<file path="src/logic/jtag_pkg.sv">
// shared types for the JTAG TAP
// state codes, control flags, register select, opcodes and word widths
package jtag_pkg;

    // scan path lengths
    localparam int IR_LEN = 4;
    localparam int DR_LEN = 32;

    typedef logic [IR_LEN-1:0] ir_word_t;
    typedef logic [DR_LEN-1:0] dr_word_t;

    // instruction opcodes
    localparam ir_word_t INSTR_IDCODE    = 4'h5;
    localparam ir_word_t INSTR_USER_DATA = 4'hD;
    localparam ir_word_t INSTR_BYPASS    = 4'hF;

    // power-on values of the data registers
    localparam dr_word_t JTAG_ID_DEFAULT    = 32'h12345678;
    localparam dr_word_t USER_RESET_DEFAULT = 32'h0A0B0C0D;

    // 16 TAP states, 6-bit code so the LEDs show it directly
    typedef enum logic [5:0] {
        TEST_LOGIC_RESET = 6'd0,
        RUN_TEST_IDLE    = 6'd1,
        SELECT_DR_SCAN   = 6'd2,
        CAPTURE_DR       = 6'd3,
        SHIFT_DR         = 6'd4,
        EXIT1_DR         = 6'd5,
        PAUSE_DR         = 6'd6,
        EXIT2_DR         = 6'd7,
        UPDATE_DR        = 6'd8,
        SELECT_IR_SCAN   = 6'd9,
        CAPTURE_IR       = 6'd10,
        SHIFT_IR         = 6'd11,
        EXIT1_IR         = 6'd12,
        PAUSE_IR         = 6'd13,
        EXIT2_IR         = 6'd14,
        UPDATE_IR        = 6'd15
    } tap_state_e;

    // per-state levels, valid for the whole cycle spent in the state
    typedef struct packed {
        tap_state_e state;
        logic       test_logic_reset;
        logic       capture_dr;
        logic       shift_dr;
        logic       update_dr;
        logic       capture_ir;
        logic       shift_ir;
        logic       update_ir;
    } tap_ctrl_t;

    // which data register sits between tdi and tdo
    typedef enum logic [1:0] {
        SEL_IDCODE = 2'd0,
        SEL_USER   = 2'd1,
        SEL_BYPASS = 2'd2
    } dr_select_e;

endpackage

</file>
<file path="src/logic/scan_register.sv">
// capture and shift stage, generic over the payload type
module scan_register #(
    parameter type payload_t = logic [7:0]
)
(
    input  logic     jtag_clk,
    input  logic     sys_rst_n,
    input  logic     capture,
    input  logic     shift,
    input  payload_t capture_value,
    input  logic     tdi,
    output payload_t value,
    output logic     tdo_bit
);

    localparam int WIDTH = $bits(payload_t);

    // flat view of the payload so any packed type can shift
    logic [WIDTH-1:0] bits_q;

    always_ff @(posedge jtag_clk)
    begin
        if (!sys_rst_n)
        begin
            bits_q  <= '0;
            tdo_bit <= 1'b0;
        end
        else if (capture)
        begin
            bits_q <= capture_value;
        end
        else if (shift)
        begin
            // lsb leaves first, saved for the falling-edge output
            tdo_bit <= bits_q[0];
            bits_q  <= {tdi, bits_q[WIDTH-1:1]};
        end
    end

    // parallel word for the owner's update
    assign value = payload_t'(bits_q);

endmodule

</file>
<file path="src/logic/tap_controller.sv">
// TAP state machine stepped by tms
// decodes the current state into the control flags
module tap_controller import jtag_pkg::*;
(
    input  logic      jtag_clk,
    input  logic      sys_rst_n,
    input  logic      jtag_tms,
    output tap_ctrl_t ctrl
);

    tap_state_e state_q;
    tap_state_e state_d;

    // state register
    always_ff @(posedge jtag_clk)
    begin
        if (!sys_rst_n)
        begin
            state_q <= TEST_LOGIC_RESET;
        end
        else
        begin
            state_q <= state_d;
        end
    end

    // IEEE 1149.1 successor table
    always_comb
    begin
        case (state_q)
            TEST_LOGIC_RESET: state_d = jtag_tms ? TEST_LOGIC_RESET : RUN_TEST_IDLE;
            RUN_TEST_IDLE:    state_d = jtag_tms ? SELECT_DR_SCAN : RUN_TEST_IDLE;
            // DR column
            SELECT_DR_SCAN:   state_d = jtag_tms ? SELECT_IR_SCAN : CAPTURE_DR;
            CAPTURE_DR:       state_d = jtag_tms ? EXIT1_DR : SHIFT_DR;
            SHIFT_DR:         state_d = jtag_tms ? EXIT1_DR : SHIFT_DR;
            EXIT1_DR:         state_d = jtag_tms ? UPDATE_DR : PAUSE_DR;
            PAUSE_DR:         state_d = jtag_tms ? EXIT2_DR : PAUSE_DR;
            EXIT2_DR:         state_d = jtag_tms ? UPDATE_DR : SHIFT_DR;
            UPDATE_DR:        state_d = jtag_tms ? SELECT_DR_SCAN : RUN_TEST_IDLE;
            // IR column, tms high out of select goes back to reset
            SELECT_IR_SCAN:   state_d = jtag_tms ? TEST_LOGIC_RESET : CAPTURE_IR;
            CAPTURE_IR:       state_d = jtag_tms ? EXIT1_IR : SHIFT_IR;
            SHIFT_IR:         state_d = jtag_tms ? EXIT1_IR : SHIFT_IR;
            EXIT1_IR:         state_d = jtag_tms ? UPDATE_IR : PAUSE_IR;
            PAUSE_IR:         state_d = jtag_tms ? EXIT2_IR : PAUSE_IR;
            EXIT2_IR:         state_d = jtag_tms ? UPDATE_IR : SHIFT_IR;
            UPDATE_IR:        state_d = jtag_tms ? SELECT_DR_SCAN : RUN_TEST_IDLE;
            // unused codes fall back to reset
            default:          state_d = TEST_LOGIC_RESET;
        endcase
    end

    // flag decode, the only place that looks at the state code
    always_comb
    begin
        ctrl.state            = state_q;
        ctrl.test_logic_reset = (state_q == TEST_LOGIC_RESET);
        ctrl.capture_dr       = (state_q == CAPTURE_DR);
        ctrl.shift_dr         = (state_q == SHIFT_DR);
        ctrl.update_dr        = (state_q == UPDATE_DR);
        ctrl.capture_ir       = (state_q == CAPTURE_IR);
        ctrl.shift_ir         = (state_q == SHIFT_IR);
        ctrl.update_ir        = (state_q == UPDATE_IR);
    end

endmodule

</file>
<file path="src/logic/instruction_register.sv">
// instruction scan stage, holding register and opcode decode
module instruction_register import jtag_pkg::*;
(
    input  logic       jtag_clk,
    input  logic       sys_rst_n,
    input  tap_ctrl_t  ctrl,
    input  logic       jtag_tdi,
    output dr_select_e dr_select,
    output logic       ir_tdo
);

    ir_word_t ir_scan;
    ir_word_t ir_hold;

    // scan stage captures the current instruction
    scan_register #(
        .payload_t (ir_word_t)
    ) i_ir_scan (
        .jtag_clk      (jtag_clk),
        .sys_rst_n     (sys_rst_n),
        .capture       (ctrl.capture_ir),
        .shift         (ctrl.shift_ir),
        .capture_value (ir_hold),
        .tdi           (jtag_tdi),
        .value         (ir_scan),
        .tdo_bit       (ir_tdo)
    );

    // holding register, IDCODE whenever the TAP sits in reset
    always_ff @(posedge jtag_clk)
    begin
        if (!sys_rst_n || ctrl.test_logic_reset)
        begin
            ir_hold <= INSTR_IDCODE;
        end
        else if (ctrl.update_ir)
        begin
            ir_hold <= ir_scan;
        end
    end

    // opcode decode
    always_comb
    begin
        case (ir_hold)
            INSTR_IDCODE:    dr_select = SEL_IDCODE;
            INSTR_USER_DATA: dr_select = SEL_USER;
            INSTR_BYPASS:    dr_select = SEL_BYPASS;
            // unknown opcodes behave as bypass
            default:         dr_select = SEL_BYPASS;
        endcase
    end

endmodule

</file>
<file path="src/logic/data_register_bank.sv">
// ID, user and bypass registers
// one shared 32-bit scan stage for ID and user
module data_register_bank import jtag_pkg::*; #(
    parameter dr_word_t JTAG_ID          = JTAG_ID_DEFAULT,
    parameter dr_word_t USER_RESET_VALUE = USER_RESET_DEFAULT
)
(
    input  logic       jtag_clk,
    input  logic       sys_rst_n,
    input  tap_ctrl_t  ctrl,
    input  dr_select_e dr_select,
    input  logic       jtag_tdi,
    output logic       dr_tdo
);

    dr_word_t id_reg;
    dr_word_t user_reg;
    dr_word_t capture_word;
    dr_word_t scan_word;
    logic     bypass_path;
    logic     scan_tdo;
    logic     bypass_bit;
    logic     bypass_tdo;

    assign bypass_path = (dr_select == SEL_BYPASS);

    // word presented to the scan stage on capture
    assign capture_word = (dr_select == SEL_USER) ? user_reg : id_reg;

    // shared stage only runs when a 32-bit register is selected
    scan_register #(
        .payload_t (dr_word_t)
    ) i_dr_scan (
        .jtag_clk      (jtag_clk),
        .sys_rst_n     (sys_rst_n),
        .capture       (ctrl.capture_dr && !bypass_path),
        .shift         (ctrl.shift_dr && !bypass_path),
        .capture_value (capture_word),
        .tdi           (jtag_tdi),
        .value         (scan_word),
        .tdo_bit       (scan_tdo)
    );

    // single bypass flop
    // capture leaves its stored bit in place
    always_ff @(posedge jtag_clk)
    begin
        if (!sys_rst_n)
        begin
            bypass_bit <= 1'b0;
            bypass_tdo <= 1'b0;
        end
        else if (bypass_path && ctrl.shift_dr)
        begin
            bypass_tdo <= bypass_bit;
            bypass_bit <= jtag_tdi;
        end
    end

    // update writes back into the selected register
    always_ff @(posedge jtag_clk)
    begin
        if (!sys_rst_n)
        begin
            id_reg   <= JTAG_ID;
            user_reg <= USER_RESET_VALUE;
        end
        else if (ctrl.update_dr && dr_select == SEL_IDCODE)
        begin
            id_reg <= scan_word;
        end
        else if (ctrl.update_dr && dr_select == SEL_USER)
        begin
            user_reg <= scan_word;
        end
    end

    // saved bit of whichever path is active
    assign dr_tdo = bypass_path ? bypass_tdo : scan_tdo;

endmodule

</file>
<file path="src/logic/tdo_driver.sv">
// falling-edge tdo stage
module tdo_driver import jtag_pkg::*;
(
    input  logic      jtag_clk,
    input  logic      sys_rst_n,
    input  tap_ctrl_t ctrl,
    input  logic      ir_tdo,
    input  logic      dr_tdo,
    output logic      jtag_tdo
);

    logic shifted_ir;
    logic shifted_dr;

    // remember which path the last rising edge shifted
    always_ff @(posedge jtag_clk)
    begin
        if (!sys_rst_n)
        begin
            shifted_ir <= 1'b0;
            shifted_dr <= 1'b0;
        end
        else
        begin
            shifted_ir <= ctrl.shift_ir;
            shifted_dr <= ctrl.shift_dr;
        end
    end

    // half a cycle later the saved bit goes out, else tdo holds
    always_ff @(negedge jtag_clk)
    begin
        if (!sys_rst_n)
        begin
            jtag_tdo <= 1'b0;
        end
        else if (shifted_ir)
        begin
            jtag_tdo <= ir_tdo;
        end
        else if (shifted_dr)
        begin
            jtag_tdo <= dr_tdo;
        end
    end

endmodule

</file>
<file path="src/logic/jtag_tap_top.sv">
// JTAG TAP top level
// controller, IR and DR paths, tdo stage and state LEDs
module jtag_tap_top import jtag_pkg::*; #(
    parameter dr_word_t JTAG_ID          = JTAG_ID_DEFAULT,
    parameter dr_word_t USER_RESET_VALUE = USER_RESET_DEFAULT
)
(
    input  logic       jtag_clk,
    input  logic       sys_rst_n,
    input  logic       jtag_tms,
    input  logic       jtag_tdi,
    output logic       jtag_tdo,
    output logic [5:0] led
);

    tap_ctrl_t  ctrl;
    dr_select_e dr_select;
    logic       ir_tdo;
    logic       dr_tdo;

    tap_controller i_tap_controller (
        .jtag_clk  (jtag_clk),
        .sys_rst_n (sys_rst_n),
        .jtag_tms  (jtag_tms),
        .ctrl      (ctrl)
    );

    instruction_register i_instruction_register (
        .jtag_clk  (jtag_clk),
        .sys_rst_n (sys_rst_n),
        .ctrl      (ctrl),
        .jtag_tdi  (jtag_tdi),
        .dr_select (dr_select),
        .ir_tdo    (ir_tdo)
    );

    data_register_bank #(
        .JTAG_ID          (JTAG_ID),
        .USER_RESET_VALUE (USER_RESET_VALUE)
    ) i_data_register_bank (
        .jtag_clk  (jtag_clk),
        .sys_rst_n (sys_rst_n),
        .ctrl      (ctrl),
        .dr_select (dr_select),
        .jtag_tdi  (jtag_tdi),
        .dr_tdo    (dr_tdo)
    );

    tdo_driver i_tdo_driver (
        .jtag_clk  (jtag_clk),
        .sys_rst_n (sys_rst_n),
        .ctrl      (ctrl),
        .ir_tdo    (ir_tdo),
        .dr_tdo    (dr_tdo),
        .jtag_tdo  (jtag_tdo)
    );

    // LEDs are active low, lit bits show the state code
    assign led = ~ctrl.state;

endmodule

</file>
<file path="config.mk">
export PLATFORM = sky130hd
export DESIGN_NAME = jtag_tap_top
export DESIGN_NICKNAME = d
export VERILOG_FILES = /design/src/logic/jtag_pkg.sv /design/src/logic/scan_register.sv /design/src/logic/tap_controller.sv /design/src/logic/instruction_register.sv /design/src/logic/data_register_bank.sv /design/src/logic/tdo_driver.sv /design/src/logic/jtag_tap_top.sv
export SDC_FILE = /design/constraint.sdc
export NUM_CORES = 1
export LEC_CHECK = 0
export BUFFER_PORTS_ARGS = -buffer_cell sky130_fd_sc_hd__buf_2
export CORE_MARGIN = 2
export CORE_UTILIZATION = 45
export DETAILED_ROUTE_END_ITERATION = 10
export GPL_TIMING_DRIVEN = 0
export PLACE_DENSITY_LB_ADDON = 0.12
export SLEW_MARGIN = 20
export SYNTH_ARGS = -nofsm -noshare
export SYNTH_HDL_FRONTEND = slang
export SYNTH_SLANG_ARGS = --single-unit
</file>
<file path="constraint.sdc">
create_clock -name jtag_clk -period 1.4 [get_ports jtag_clk]
set_input_delay 0 -clock jtag_clk [delete_from_list [all_inputs] [get_ports jtag_clk]]
set_output_delay 0 -clock jtag_clk [all_outputs]
set_load 0.005 [all_outputs]
</file>
==> results of run 1 <==
[layout by cell type (no fill, tap or decap), drive strengths merged, types with 2 or more instances in the layout]
| cell type | netlist | layout |
|---|---|---|
| nand4b | 2 | 2 |
| dlygate4sd3 | 0 | 2 |
| mux2i | 105 | 105 |
| clkbuf | 20 | 43 |
| nor4b | 2 | 2 |
| clkinvlp | 0 | 2 |
| clkinv | 0 | 4 |
| nand2b | 2 | 2 |
| conb | 1 | 2 |
| nand2 | 78 | 78 |
| a211oi | 6 | 6 |
| dfxtp | 115 | 115 |
| and3b | 2 | 2 |
| bufinv | 0 | 4 |
| a21oi | 5 | 5 |
| inv | 7 | 7 |
| o21a | 2 | 2 |
| mux2 | 32 | 32 |
| o21ai | 8 | 8 |
| nand4 | 2 | 2 |
| a31oi | 3 | 3 |
| nor2 | 53 | 53 |
| and4b | 2 | 2 |
| o41ai | 2 | 2 |
| nand3 | 36 | 36 |
| o221ai | 33 | 33 |
| buf | 33 | 82 |
[through the flow]
step                TNS [ps]  hold WS (ps)
global route          -17280           214
detailed placement    -18830           266
global placement      -17330           262
finish                -10740           185
CTS                    -9840           138
floorplan              -2270           148
[layout make-up]
type | count | share of cell area (%)
Tap cell | 147 | 2.49
Timing Repair Buffer | 55 | 8.69
Buffer | 50 | 6.42
Sequential cell | 115 | 31.3
Clock inverter | 11 | 2.11
Inverter | 6 | 0.304
Multi-Input combinational cell | 391 | 42.2
Clock buffer | 22 | 6.54
[repair_timing]
action,4_1_cts,5_1_grt
gates cloned,7,2
buffers inserted,40,3
resized for setup,65,35
pin swaps,23,26
hold buffers,2,0
endpoints found under the hold margin,7,0
setup endpoints to repair,100,111
[worst max-delay path by stage]
stage	startpoint	to	slack, ps	cells past startpoint
6_report	i_instruction_register.ir_hold[0]	i_tdo_driver.jtag_tdo	-300	3
5_1_grt	i_instruction_register.ir_hold[0]	i_tdo_driver.jtag_tdo	-330	3
4_1_cts	i_instruction_register.ir_hold[0]	i_tdo_driver.jtag_tdo	-290	3
3_5_place_dp	i_instruction_register.ir_hold[0]	i_tdo_driver.jtag_tdo	-570	3
3_3_place_gp	i_instruction_register.ir_hold[0]	i_tdo_driver.jtag_tdo	-570	3
2_1_floorplan	i_instruction_register.ir_hold[1]	i_tdo_driver.jtag_tdo	-310	3
[worst max-delay path: stages (launching register included)]
cell                       delay [ps]
sky130_fd_sc_hd__dfxtp_2          360
sky130_fd_sc_hd__and4b_1          230
sky130_fd_sc_hd__a211oi_2          40
sky130_fd_sc_hd__o41ai_2          280
[layer usage]
layer  wire length [um]  track usage [%]
met1               7430             33.4
met2               7850             41.7
met3                444             4.71
met4                187             7.56
met5                  0                0
[power groups by stage]
| stage | clock (uW) | sequential [uW] | combinational, uW |
|---|---|---|---|
| detailed placement | 8.94 | 3390 | 503 |
| CTS | 4760 | 3320 | 715 |
| floorplan | 8.94 | 3390 | 368 |
| finish | 4710 | 3320 | 724 |
| global placement | 8.94 | 3390 | 498 |
| global route | 4880 | 3330 | 763 |
[cells by family (layout without fill, tap and decap cells)]
logic type / Yosys count / after routing / synth area share (%)
other: 1 / 2 / 0.0680
flip-flops: 115 / 115 / 41.8
AND/OR/NAND/NOR: 188 / 188 / 16.5
buffers and inverters: 60 / 144 / 6.76
AO/OA/AOI/OAI: 64 / 64 / 9.31
multiplexers: 137 / 137 / 25.6
==> metrics.yaml, run 1 <==
setup_path:
  worst_setup_path_end_kind: "register"
  classification_of_the_worst_setup_path: "reg2reg"
  r2r_slack_ps: -300
  worstReg2RegStart: "i_instruction_register.ir_hold[0]"
  r2r.worst_path.cells: 3
  worst-path-max-fanout: 5
  critical_path_arrival_ps: 1330
  worst_ep_required_time_ps: 1030
  end_of_the_worst_register_to_register_path: "i_tdo_driver.jtag_tdo"
  worstSetupStartpointType: "register"
place:
  buffer_ports.inserted: 6
  pre_cts_slack_ps: -569
  post_place_instance_area_mm2: 0.00595
  gp_congestion: 0.823
  place_inst: 719
  dpl.hpwl_mm: 9.46
cells_and_area:
  finish.instance_area_mm2: 0.00740
  synthToLayoutAreaGrowth_pct: 34.3
  diodes: 0
  final_cells: 797
  final_standard_cell_utilization_of_the_core_pct: 61.9
  final_nets: 641
  multiInputGateArea_mm2: 0.00312
  drive_above_1_share_pct: 32.5
  area.sequential_mm2: 0.00231
  num-fill-cells: 949
cts:
  clock_tree.htree_level_count: 4
  cts_inserted_buffers: 17
  insertion_delay_ps: 440
  clock_tree_root: "sky130_fd_sc_hd__clkbuf_16"
  clkTransAtPathRegs_ps: 50
  clock_sinks: 115
  clock_path_buffers: 2
  tritoncts: "built"
timing:
  maxSlewHeadroom_pct: 40.8
  timing_hold_violations_final: 0
  tightest_slew_ps: 889
  finalMaxSlewViolations: 0
  layout_setup_ws_ps: -297
  fin_worst_skew_ps: 22.6
  final-setup-viol-count: 101
  grt_setup_unrepaired: "yes"
routing:
  drtIter0Drc: 283
  drt_pass1_iterations: 5
  vias_per_cell: 5.73
  drc: 0
  detail_route.wl_per_cell_um: 20.0
  antenna_violating_nets_post_route: 0
  total_routed_wirelength_mm: 15.9
  routed_vias: 4566
floorplan:
  placeableCoreArea_mm2: 0.0120
  placementRows: 40
  die-area_mm2: 0.0131
  die-width_um: 115
  initial_core_util_pct: 46.1
  io-pin-count: 11
  fp.dieH_um: 115
power:
  power.density_mw_per_mm2: 1180
  switchingPower_uw: 1970
  total_leakage_power_uw: 0.00286
  share_clk_of_total_power_pct: 53.8
  power_frac_seq_pct: 37.9
  internal_power_uw: 6790
  combPwrFrac_pct: 8.3
  p_sw_share_pct: 22.5
  peakVddDrop_v: 0.000808
  report.power.total_uw: 8760
worst_hold_path:
  hold_path_startpoint: "sys_rst_n"
  hold_path_end: "i_data_register_bank.user_reg[1]"
  timing.hold.worst_path_depth: 4
  hp-class: "in2reg"
grt:
  grt_pass1_vias: 4621
  global_route.usage.total_pct: 25.2
  grt_start_max_net_pins: 17
  grt_pass1_wl_mm: 25.2
  globalRoute.totalOverflow: 0
  number_of_antenna_violations_at_the_first_check_in_global_routing: 0
synthesis:
  syn-mean-instance-area_um2: 9.75
  ys_seq_elements: 115
  synth_top_cell_by_area: "sky130_fd_sc_hd__dfxtp_1"
  synthMostInstantiatedCell: "sky130_fd_sc_hd__dfxtp_1"
  synth_largest_type_area_fraction_pct: 41.8
  ys_top_cells_by_area: "sky130_fd_sc_hd__dfxtp_1 (42%), sky130_fd_sc_hd__mux2i_1 (19%), sky130_fd_sc_hd__mux2_2 (6.5%), sky130_fd_sc_hd__nand2_1 (5.3%), sky130_fd_sc_hd__o221ai_1 (5.1%)"
  ys_seq_area_share_pct: 41.8
  synth-async-reset-ratio_pct: 0
  synth.distinct_cells: 48
  synth_edf_count: 0
  synth_top_flop_cell: "sky130_fd_sc_hd__dfxtp_1"
  synth_cells: 565
  yosys_warnings: 0
  synth.cells.most_frequent: "sky130_fd_sc_hd__dfxtp_1 (115), sky130_fd_sc_hd__mux2i_1 (105), sky130_fd_sc_hd__nand2_1 (78)"
  post_synthesis_instance_area_mm2: 0.00551
status:
  outcome: "finished, violations left"
  violations: "setup timing"
job:
  drv.max_cap_violation_count: 0
(Power assumes the default switching activity.)
==> inputs of run 2 (changes only) <==
--- a/config.mk
+++ b/config.mk
@@ -8,6 +8,7 @@
 export BUFFER_PORTS_ARGS = -buffer_cell sky130_fd_sc_hd__buf_2
 export CORE_MARGIN = 2
 export CORE_UTILIZATION = 45
+export CTS_BUF_LIST = sky130_fd_sc_hd__clkbuf_16
 export DETAILED_ROUTE_END_ITERATION = 10
 export GPL_TIMING_DRIVEN = 0
 export PLACE_DENSITY_LB_ADDON = 0.12
==> run 2 against run 1 <==
The run still ends with setup timing left. Utilization up 0.79 points. Combinational power rose by 4.0%. Final area rose by 1.3%. Wire length is 2.2% higher. Clock-buffer cell count decreased by 5. First-iteration DRC count decreased by 2.1%. Worst hold slack got worse by 17 ps. Setup slack got worse by 9.3 ps. Register-to-register slack hardly changed. Largest power group unchanged.
==> metrics.yaml, run 2 (synthesized netlist as in run 1, its figures left out) <==
timing:
  fin_setup_tns_ps: -10400
  layout_setup_ws_ps: -307
  grt_setup_unrepaired: "yes"
  hold_ws_ps: 167
  maxSlewHeadroom_pct: 38.4
  fin_worst_skew_ps: 20.3
  finalMaxSlewViolations: 0
  timing_hold_violations_final: 0
  tightest_slew_ps: 924
  final-setup-viol-count: 93
worst_hold_path:
  hold_path_startpoint: "sys_rst_n"
  timing.hold.worst_path_depth: 4
  hold_path_end: "i_data_register_bank.user_reg[1]"
  hp-class: "in2reg"
job:
  drv.max_cap_violation_count: 0
cells_and_area:
  diodes: 0
  mostFrequentLayoutCell: "sky130_fd_sc_hd__dfxtp_1"
  synthToLayoutAreaGrowth_pct: 36.0
  num-fill-cells: 937
  final_nets: 643
  area.sequential_mm2: 0.00232
  drive_above_1_share_pct: 33.3
  mostFrequentLayoutCells: "sky130_fd_sc_hd__dfxtp_1 (108), sky130_fd_sc_hd__mux2i_1 (94), sky130_fd_sc_hd__nand2_1 (78)"
  final_cells: 799
  multiInputGateArea_mm2: 0.00318
power:
  total_leakage_power_uw: 0.00288
  p_sw_share_pct: 23.1
  share_clk_of_total_power_pct: 52.4
  switchingPower_uw: 1970
  report.power.total_uw: 8550
  internal_power_uw: 6580
  combPwrFrac_pct: 8.8
  peakVddDrop_v: 0.000787
  power_frac_seq_pct: 38.8
  power.density_mw_per_mm2: 1140
routing:
  vias_per_cell: 5.73
  detail_route.wl_per_cell_um: 20.3
  drt_pass1_iterations: 4
  total_routed_wirelength_mm: 16.3
  routed_vias: 4582
  drtIter0Drc: 277
  antenna_violating_nets_post_route: 0
  drc: 0
grt:
  grt_pass1_vias: 4585
  groute.layer.met3.usage_pct: 6.09
  number_of_antenna_violations_at_the_first_check_in_global_routing: 0
  grt_start_max_net_pins: 17
  grt.met1_usage_pct: 33.6
  globalRoute.totalOverflow: 0
  grt_pass1_wl_mm: 25.2
  global_route.usage.total_pct: 25.4
  gr-max-usage-layer: "met2"
  grt_util_met2_pct: 40.9
setup_path:
  worst_ep_required_time_ps: 1040
  end_of_the_worst_register_to_register_path: "i_tdo_driver.jtag_tdo"
  worst_setup_path_end_kind: "register"
  r2r_slack_ps: -310
  classification_of_the_worst_setup_path: "reg2reg"
  worstSetupStartpointType: "register"
  r2r.worst_path.cells: 3
  critical_path_arrival_ps: 1350
  worst-path-max-fanout: 4
  worstReg2RegStart: "i_instruction_register.ir_hold[1]"
cts:
  insertion_delay_ps: 440
  clock_sinks: 115
  clock_tree_root: "sky130_fd_sc_hd__clkbuf_16"
  clock_tree.htree_level_count: 4
  clkTransAtPathRegs_ps: 60
  tritoncts: "built"
  clock_path_buffers: 2
  cts_inserted_buffers: 17
place:
  dpl.hpwl_mm: 9.46
  place_inst: 719
  gp_congestion: 0.823
  pre_cts_slack_ps: -569
  buffer_ports.inserted: 6
status:
  violations: "setup timing"
  outcome: "finished, violations left"
floorplan:
  die-area_mm2: 0.0131
  io-pin-count: 11
  placementRows: 40
  die-width_um: 115
  fp.dieH_um: 115
  placeableCoreArea_mm2: 0.0120
  initial_core_util_pct: 46.1
==> run 2: how the worst max path moves through the flow <==
stage / slack (ps) / endpoint / cells after the start / start
global route: -350 / i_tdo_driver.jtag_tdo / 3 / i_instruction_register.ir_hold[1]
floorplan: -310 / i_tdo_driver.jtag_tdo / 3 / i_instruction_register.ir_hold[1]
finish: -310 / i_tdo_driver.jtag_tdo / 3 / i_instruction_register.ir_hold[1]
detailed placement: -570 / i_tdo_driver.jtag_tdo / 3 / i_instruction_register.ir_hold[0]
CTS: -300 / i_tdo_driver.jtag_tdo / 3 / i_instruction_register.ir_hold[1]
global placement: -570 / i_tdo_driver.jtag_tdo / 3 / i_instruction_register.ir_hold[0]
==> run 2: cell type report <==
| class | instances | share of cell area, % |
|---|---|---|
| multi-input cells | 391 | 42.4 |
| flip-flops and latches | 115 | 30.9 |
| repair buffers | 60 | 10.3 |
| clock buffers | 17 | 5.68 |
| plain buffers | 47 | 5.64 |
| well taps | 147 | 2.45 |
| clock inverters | 16 | 2.34 |
| inverters | 6 | 0.334 |
==> run 2: metal layers <==
metal  wire length (um)  part of all wire (%)
met1               7380                    45
met2               7830                    48
met3                690                   4.2
met4                356                   2.2
met5                  0                     0
==> run 2: power by group through the flow <==
stage / registers [uW] / logic, uW / clock network, uW
after global placement: 3390 / 498 / 8.94
after global routing: 3320 / 794 / 4660
after CTS: 3320 / 740 / 4530
after detailed placement: 3390 / 503 / 8.94
after floorplan: 3390 / 368 / 8.94
final: 3320 / 753 / 4480
==> run 2: what timing repair did <==
| item | CTS | global route |
|---|---|---|
| gates cloned | 7 | 4 |
| pin swaps | 16 | 26 |
| endpoints found under the hold margin | 7 | 0 |
| endpoints found under the setup margin | 101 | 109 |
| resized for setup | 71 | 50 |
| hold buffers | 2 | 0 |
| setup buffers | 42 | 10 |
==> run 2: stage by stage <==
stage	util [%]	instance area, um^2
after global placement	49.7	5950
after floorplan	-	5740
after detailed placement	49.7	5950
after CTS	61.9	7410
after global routing	62.7	7500
final	62.7	7500
==> run 2: critical path, cell delays in order, from the launching register on <==
cell	delay, ps
sky130_fd_sc_hd__dfxtp_4	350
sky130_fd_sc_hd__and4b_1	260
sky130_fd_sc_hd__a211oi_2	50
sky130_fd_sc_hd__o41ai_2	270
==> inputs of run 3 (changes only) <==
--- a/config.mk
+++ b/config.mk
@@ -5,7 +5,9 @@
 export SDC_FILE = /design/constraint.sdc
 export NUM_CORES = 1
 export LEC_CHECK = 0
+export ABC_AREA = 1
 export BUFFER_PORTS_ARGS = -buffer_cell sky130_fd_sc_hd__buf_2
+export CORE_ASPECT_RATIO = 1.25
 export CORE_MARGIN = 2
 export CORE_UTILIZATION = 45
 export CTS_BUF_LIST = sky130_fd_sc_hd__clkbuf_16
==> run 3 against run 2 <==
The flow still finishes with violations (setup timing). Final area increased by 4.6%. Register-to-register slack better by 90 ps. Worst hold slack worse by 94 ps. Flip-flop and latch count unchanged. Die area down 6.7%. Synthesized area decreased by 6.9%. Synthesized cell count rose by 31%. Total power shrank 3.7%. First-iteration DRC count increased by 30%. Non-clock buffer count shrank 4. Clock power down 7.4%. Sequential share of layout area shrank 1.2 points. Largest power group unchanged. Highest routed layer unchanged.
==> metrics.yaml, run 3 <==
setup_path:
  worst_ep_required_time_ps: 1680
  critical_path_arrival_ps: 1890
  worst_setup_path_end_kind: "register"
  worst-path-max-fanout: 8
  classification_of_the_worst_setup_path: "reg2reg"
  worstSetupStartpointType: "register"
cts:
  clock_tree_root: "sky130_fd_sc_hd__clkbuf_16"
  cts_inserted_buffers: 17
  insertion_delay_ps: 450
  clock_sinks: 115
  clkTransAtPathRegs_ps: 60
  clock_tree.htree_level_count: 4
  tritoncts: "built"
  clock_path_buffers: 2
synthesis:
  synth_largest_type_area_fraction_pct: 44.9
  ys_seq_area_share_pct: 44.9
  synth.distinct_cells: 29
  post_synthesis_instance_area_mm2: 0.00513
  synth.cells.most_frequent: "sky130_fd_sc_hd__nand2_1 (206), sky130_fd_sc_hd__dfxtp_1 (115), sky130_fd_sc_hd__nor2_1 (111)"
  synth_cells: 741
  yosys_warnings: 0
  synth_top_cell_by_area: "sky130_fd_sc_hd__dfxtp_1"
  synth_top_flop_cell: "sky130_fd_sc_hd__dfxtp_1"
  synthMostInstantiatedCell: "sky130_fd_sc_hd__nand2_1"
  synth-async-reset-ratio_pct: 0
  syn-mean-instance-area_um2: 6.92
  ys_seq_elements: 115
  synth_edf_count: 0
  ys_top_cells_by_area: "sky130_fd_sc_hd__dfxtp_1 (45%), sky130_fd_sc_hd__nand2_1 (15%), sky130_fd_sc_hd__nor2_1 (8.1%), sky130_fd_sc_hd__a21oi_1 (7.2%), sky130_fd_sc_hd__o21ai_0 (5.3%)"
place:
  dpl.hpwl_mm: 10.4
  post_place_instance_area_mm2: 0.00536
  gp_congestion: 0.892
  place_inst: 885
  buffer_ports.inserted: 8
status:
  outcome: "finished, violations left"
  violations: "setup timing"
floorplan:
  die-width_um: 99.5
  placeableCoreArea_mm2: 0.0111
  fp.dieH_um: 123
  io-pin-count: 11
  die-area_mm2: 0.0123
  initial_core_util_pct: 46.3
  placementRows: 43
cells_and_area:
  diodes: 0
  drive_above_1_share_pct: 42.1
  synthToLayoutAreaGrowth_pct: 52.8
  final_cells: 968
  num-fill-cells: 830
  final_nets: 824
  mostFrequentLayoutCell: "sky130_fd_sc_hd__nand2_1"
  finish.instance_area_mm2: 0.00784
  mostFrequentLayoutCells: "sky130_fd_sc_hd__nand2_1 (113), sky130_fd_sc_hd__dfxtp_1 (107), sky130_fd_sc_hd__nor2_1 (91)"
timing:
  layout_worst_path_cycle_share_pct: 115
  fin_worst_skew_ps: 26.7
  final-setup-viol-count: 97
  fin_setup_tns_ps: -9580
  maxSlewHeadroom_pct: 41.6
  finalMaxSlewViolations: 0
  timing_hold_violations_final: 0
  grt_setup_unrepaired: "yes"
  layout_setup_ws_ps: -212
  tightest_slew_ps: 877
  hold_ws_ps: 72.9
  period_needed_ps: 1610
  fmax_mhz: 620
routing:
  routed_vias: 5568
  drc: 0
  drt_pass1_iterations: 5
  detail_route.wl_per_cell_um: 19.6
  total_routed_wirelength_mm: 19.0
  vias_per_cell: 5.75
  drtIter0Drc: 361
  antenna_violating_nets_post_route: 0
power:
  report.power.total_uw: 8240
  total_leakage_power_uw: 0.00328
  power.density_mw_per_mm2: 1050
  peakVddDrop_v: 0.000718
grt:
  number_of_antenna_violations_at_the_first_check_in_global_routing: 0
  grt_start_max_net_pins: 19
  globalRoute.totalOverflow: 0
  global_route.usage.total_pct: 28.1
  grt_pass1_vias: 4977
  grt_pass1_wl_mm: 26.2
job:
  drv.max_cap_violation_count: 0
worst_hold_path:
  hp-class: "in2reg"
-- run 3: cell types whose count changed in the layout (fill, tap and decap cells not counted), moves of 25 or more --
cell | previous run | this run
sky130_fd_sc_hd__a21oi_1 | 2 | 37
sky130_fd_sc_hd__a21oi_2 | 3 | 35
sky130_fd_sc_hd__inv_1 | 6 | 37
sky130_fd_sc_hd__mux2_2 | 32 | 0
sky130_fd_sc_hd__mux2i_1 | 94 | 0
sky130_fd_sc_hd__nand2_1 | 78 | 113
sky130_fd_sc_hd__nand2_2 | 0 | 47
sky130_fd_sc_hd__nand2_4 | 0 | 50
sky130_fd_sc_hd__nor2_1 | 51 | 91
sky130_fd_sc_hd__o21ai_0 | 5 | 31
sky130_fd_sc_hd__o21ai_2 | 3 | 28
sky130_fd_sc_hd__o221ai_2 | 32 | 0
-- run 3: metrics by stage --
| step | util [%] | setup slack (ps) |
|---|---|---|
| floorplan | - | -190 |
| global placement | 48.3 | -289 |
| detailed placement | 48.3 | -330 |
| CTS | 58.6 | -198 |
| global route | 70.7 | -259 |
| finish | 70.7 | -212 |
-- run 3: cell type report --
cell class	instances	area, um^2	area share [%]
multi-input cells	540	3370	43.0
clock buffers	17	425	5.43
clock inverters	16	131	1.68
flip-flops and latches	115	2330	29.7
inverters	42	174	2.22
plain buffers	42	492	6.27
repair buffers	61	752	9.59
well taps	135	169	2.15
-- run 3: final timing paths --
path | from | to | slack [ps] | cells after the start
worst min register to register | i_data_register_bank.id_reg[15] | i_data_register_bank.id_reg[15] | 470 | 2
worst min-delay path | sys_rst_n | i_data_register_bank.id_reg[13] | 70 | 3
worst max register to register | i_instruction_register.ir_hold[1] | i_data_register_bank.id_reg[12] | -210 | 8
worst max-delay path | i_instruction_register.ir_hold[1] | i_data_register_bank.id_reg[12] | -210 | 8
-- run 3: critical path, cell delays in order (launching register included) --
cell and delay [ps]:
sky130_fd_sc_hd__dfxtp_2 330, sky130_fd_sc_hd__inv_4 80, sky130_fd_sc_hd__buf_6 100, sky130_fd_sc_hd__nand2_4 50
sky130_fd_sc_hd__nor3_4 290, sky130_fd_sc_hd__nand2_4 230, sky130_fd_sc_hd__buf_8 210, sky130_fd_sc_hd__nand2_2 70
sky130_fd_sc_hd__o211ai_1 90
-- run 3: cell families (layout without fill, tap and decap cells) --
family	Yosys count	in the layout	share of synthesized area, %
buf+inv	87	178	8.10
flops	115	115	44.9
other cells	1	2	0.0731
compound gates	156	156	15.9
simple gates	382	382	31.0
-- run 3: repair_timing --
| action | CTS | global route |
|---|---|---|
| gates resized for setup | 91 | 305 |
| pin swaps | 14 | 86 |
| endpoints found under the setup margin | 106 | 104 |
| hold buffers | 2 | 0 |
| buffers inserted | 22 | 21 |
| gates cloned | 6 | 6 |
| hold endpoints to repair | 7 | 0 |
-- run 3: power by group --
part           internal, uW  total, uW  switching (uW)  leakage (uW)
Sequential             3330       3410            79.2      0.000932
Combinational           268        678             411       0.00206
Clock                  2570       4150            1580      0.000285
Total                  6160       8240            2070       0.00328
-- run 3: per-layer routing --
layer | wire length, um | GRT usage [%]
met4 | 849 | 11.9
met1 | 7170 | 33.3
met3 | 1280 | 5.43
met2 | 9680 | 49.8
met5 | 0 | 0
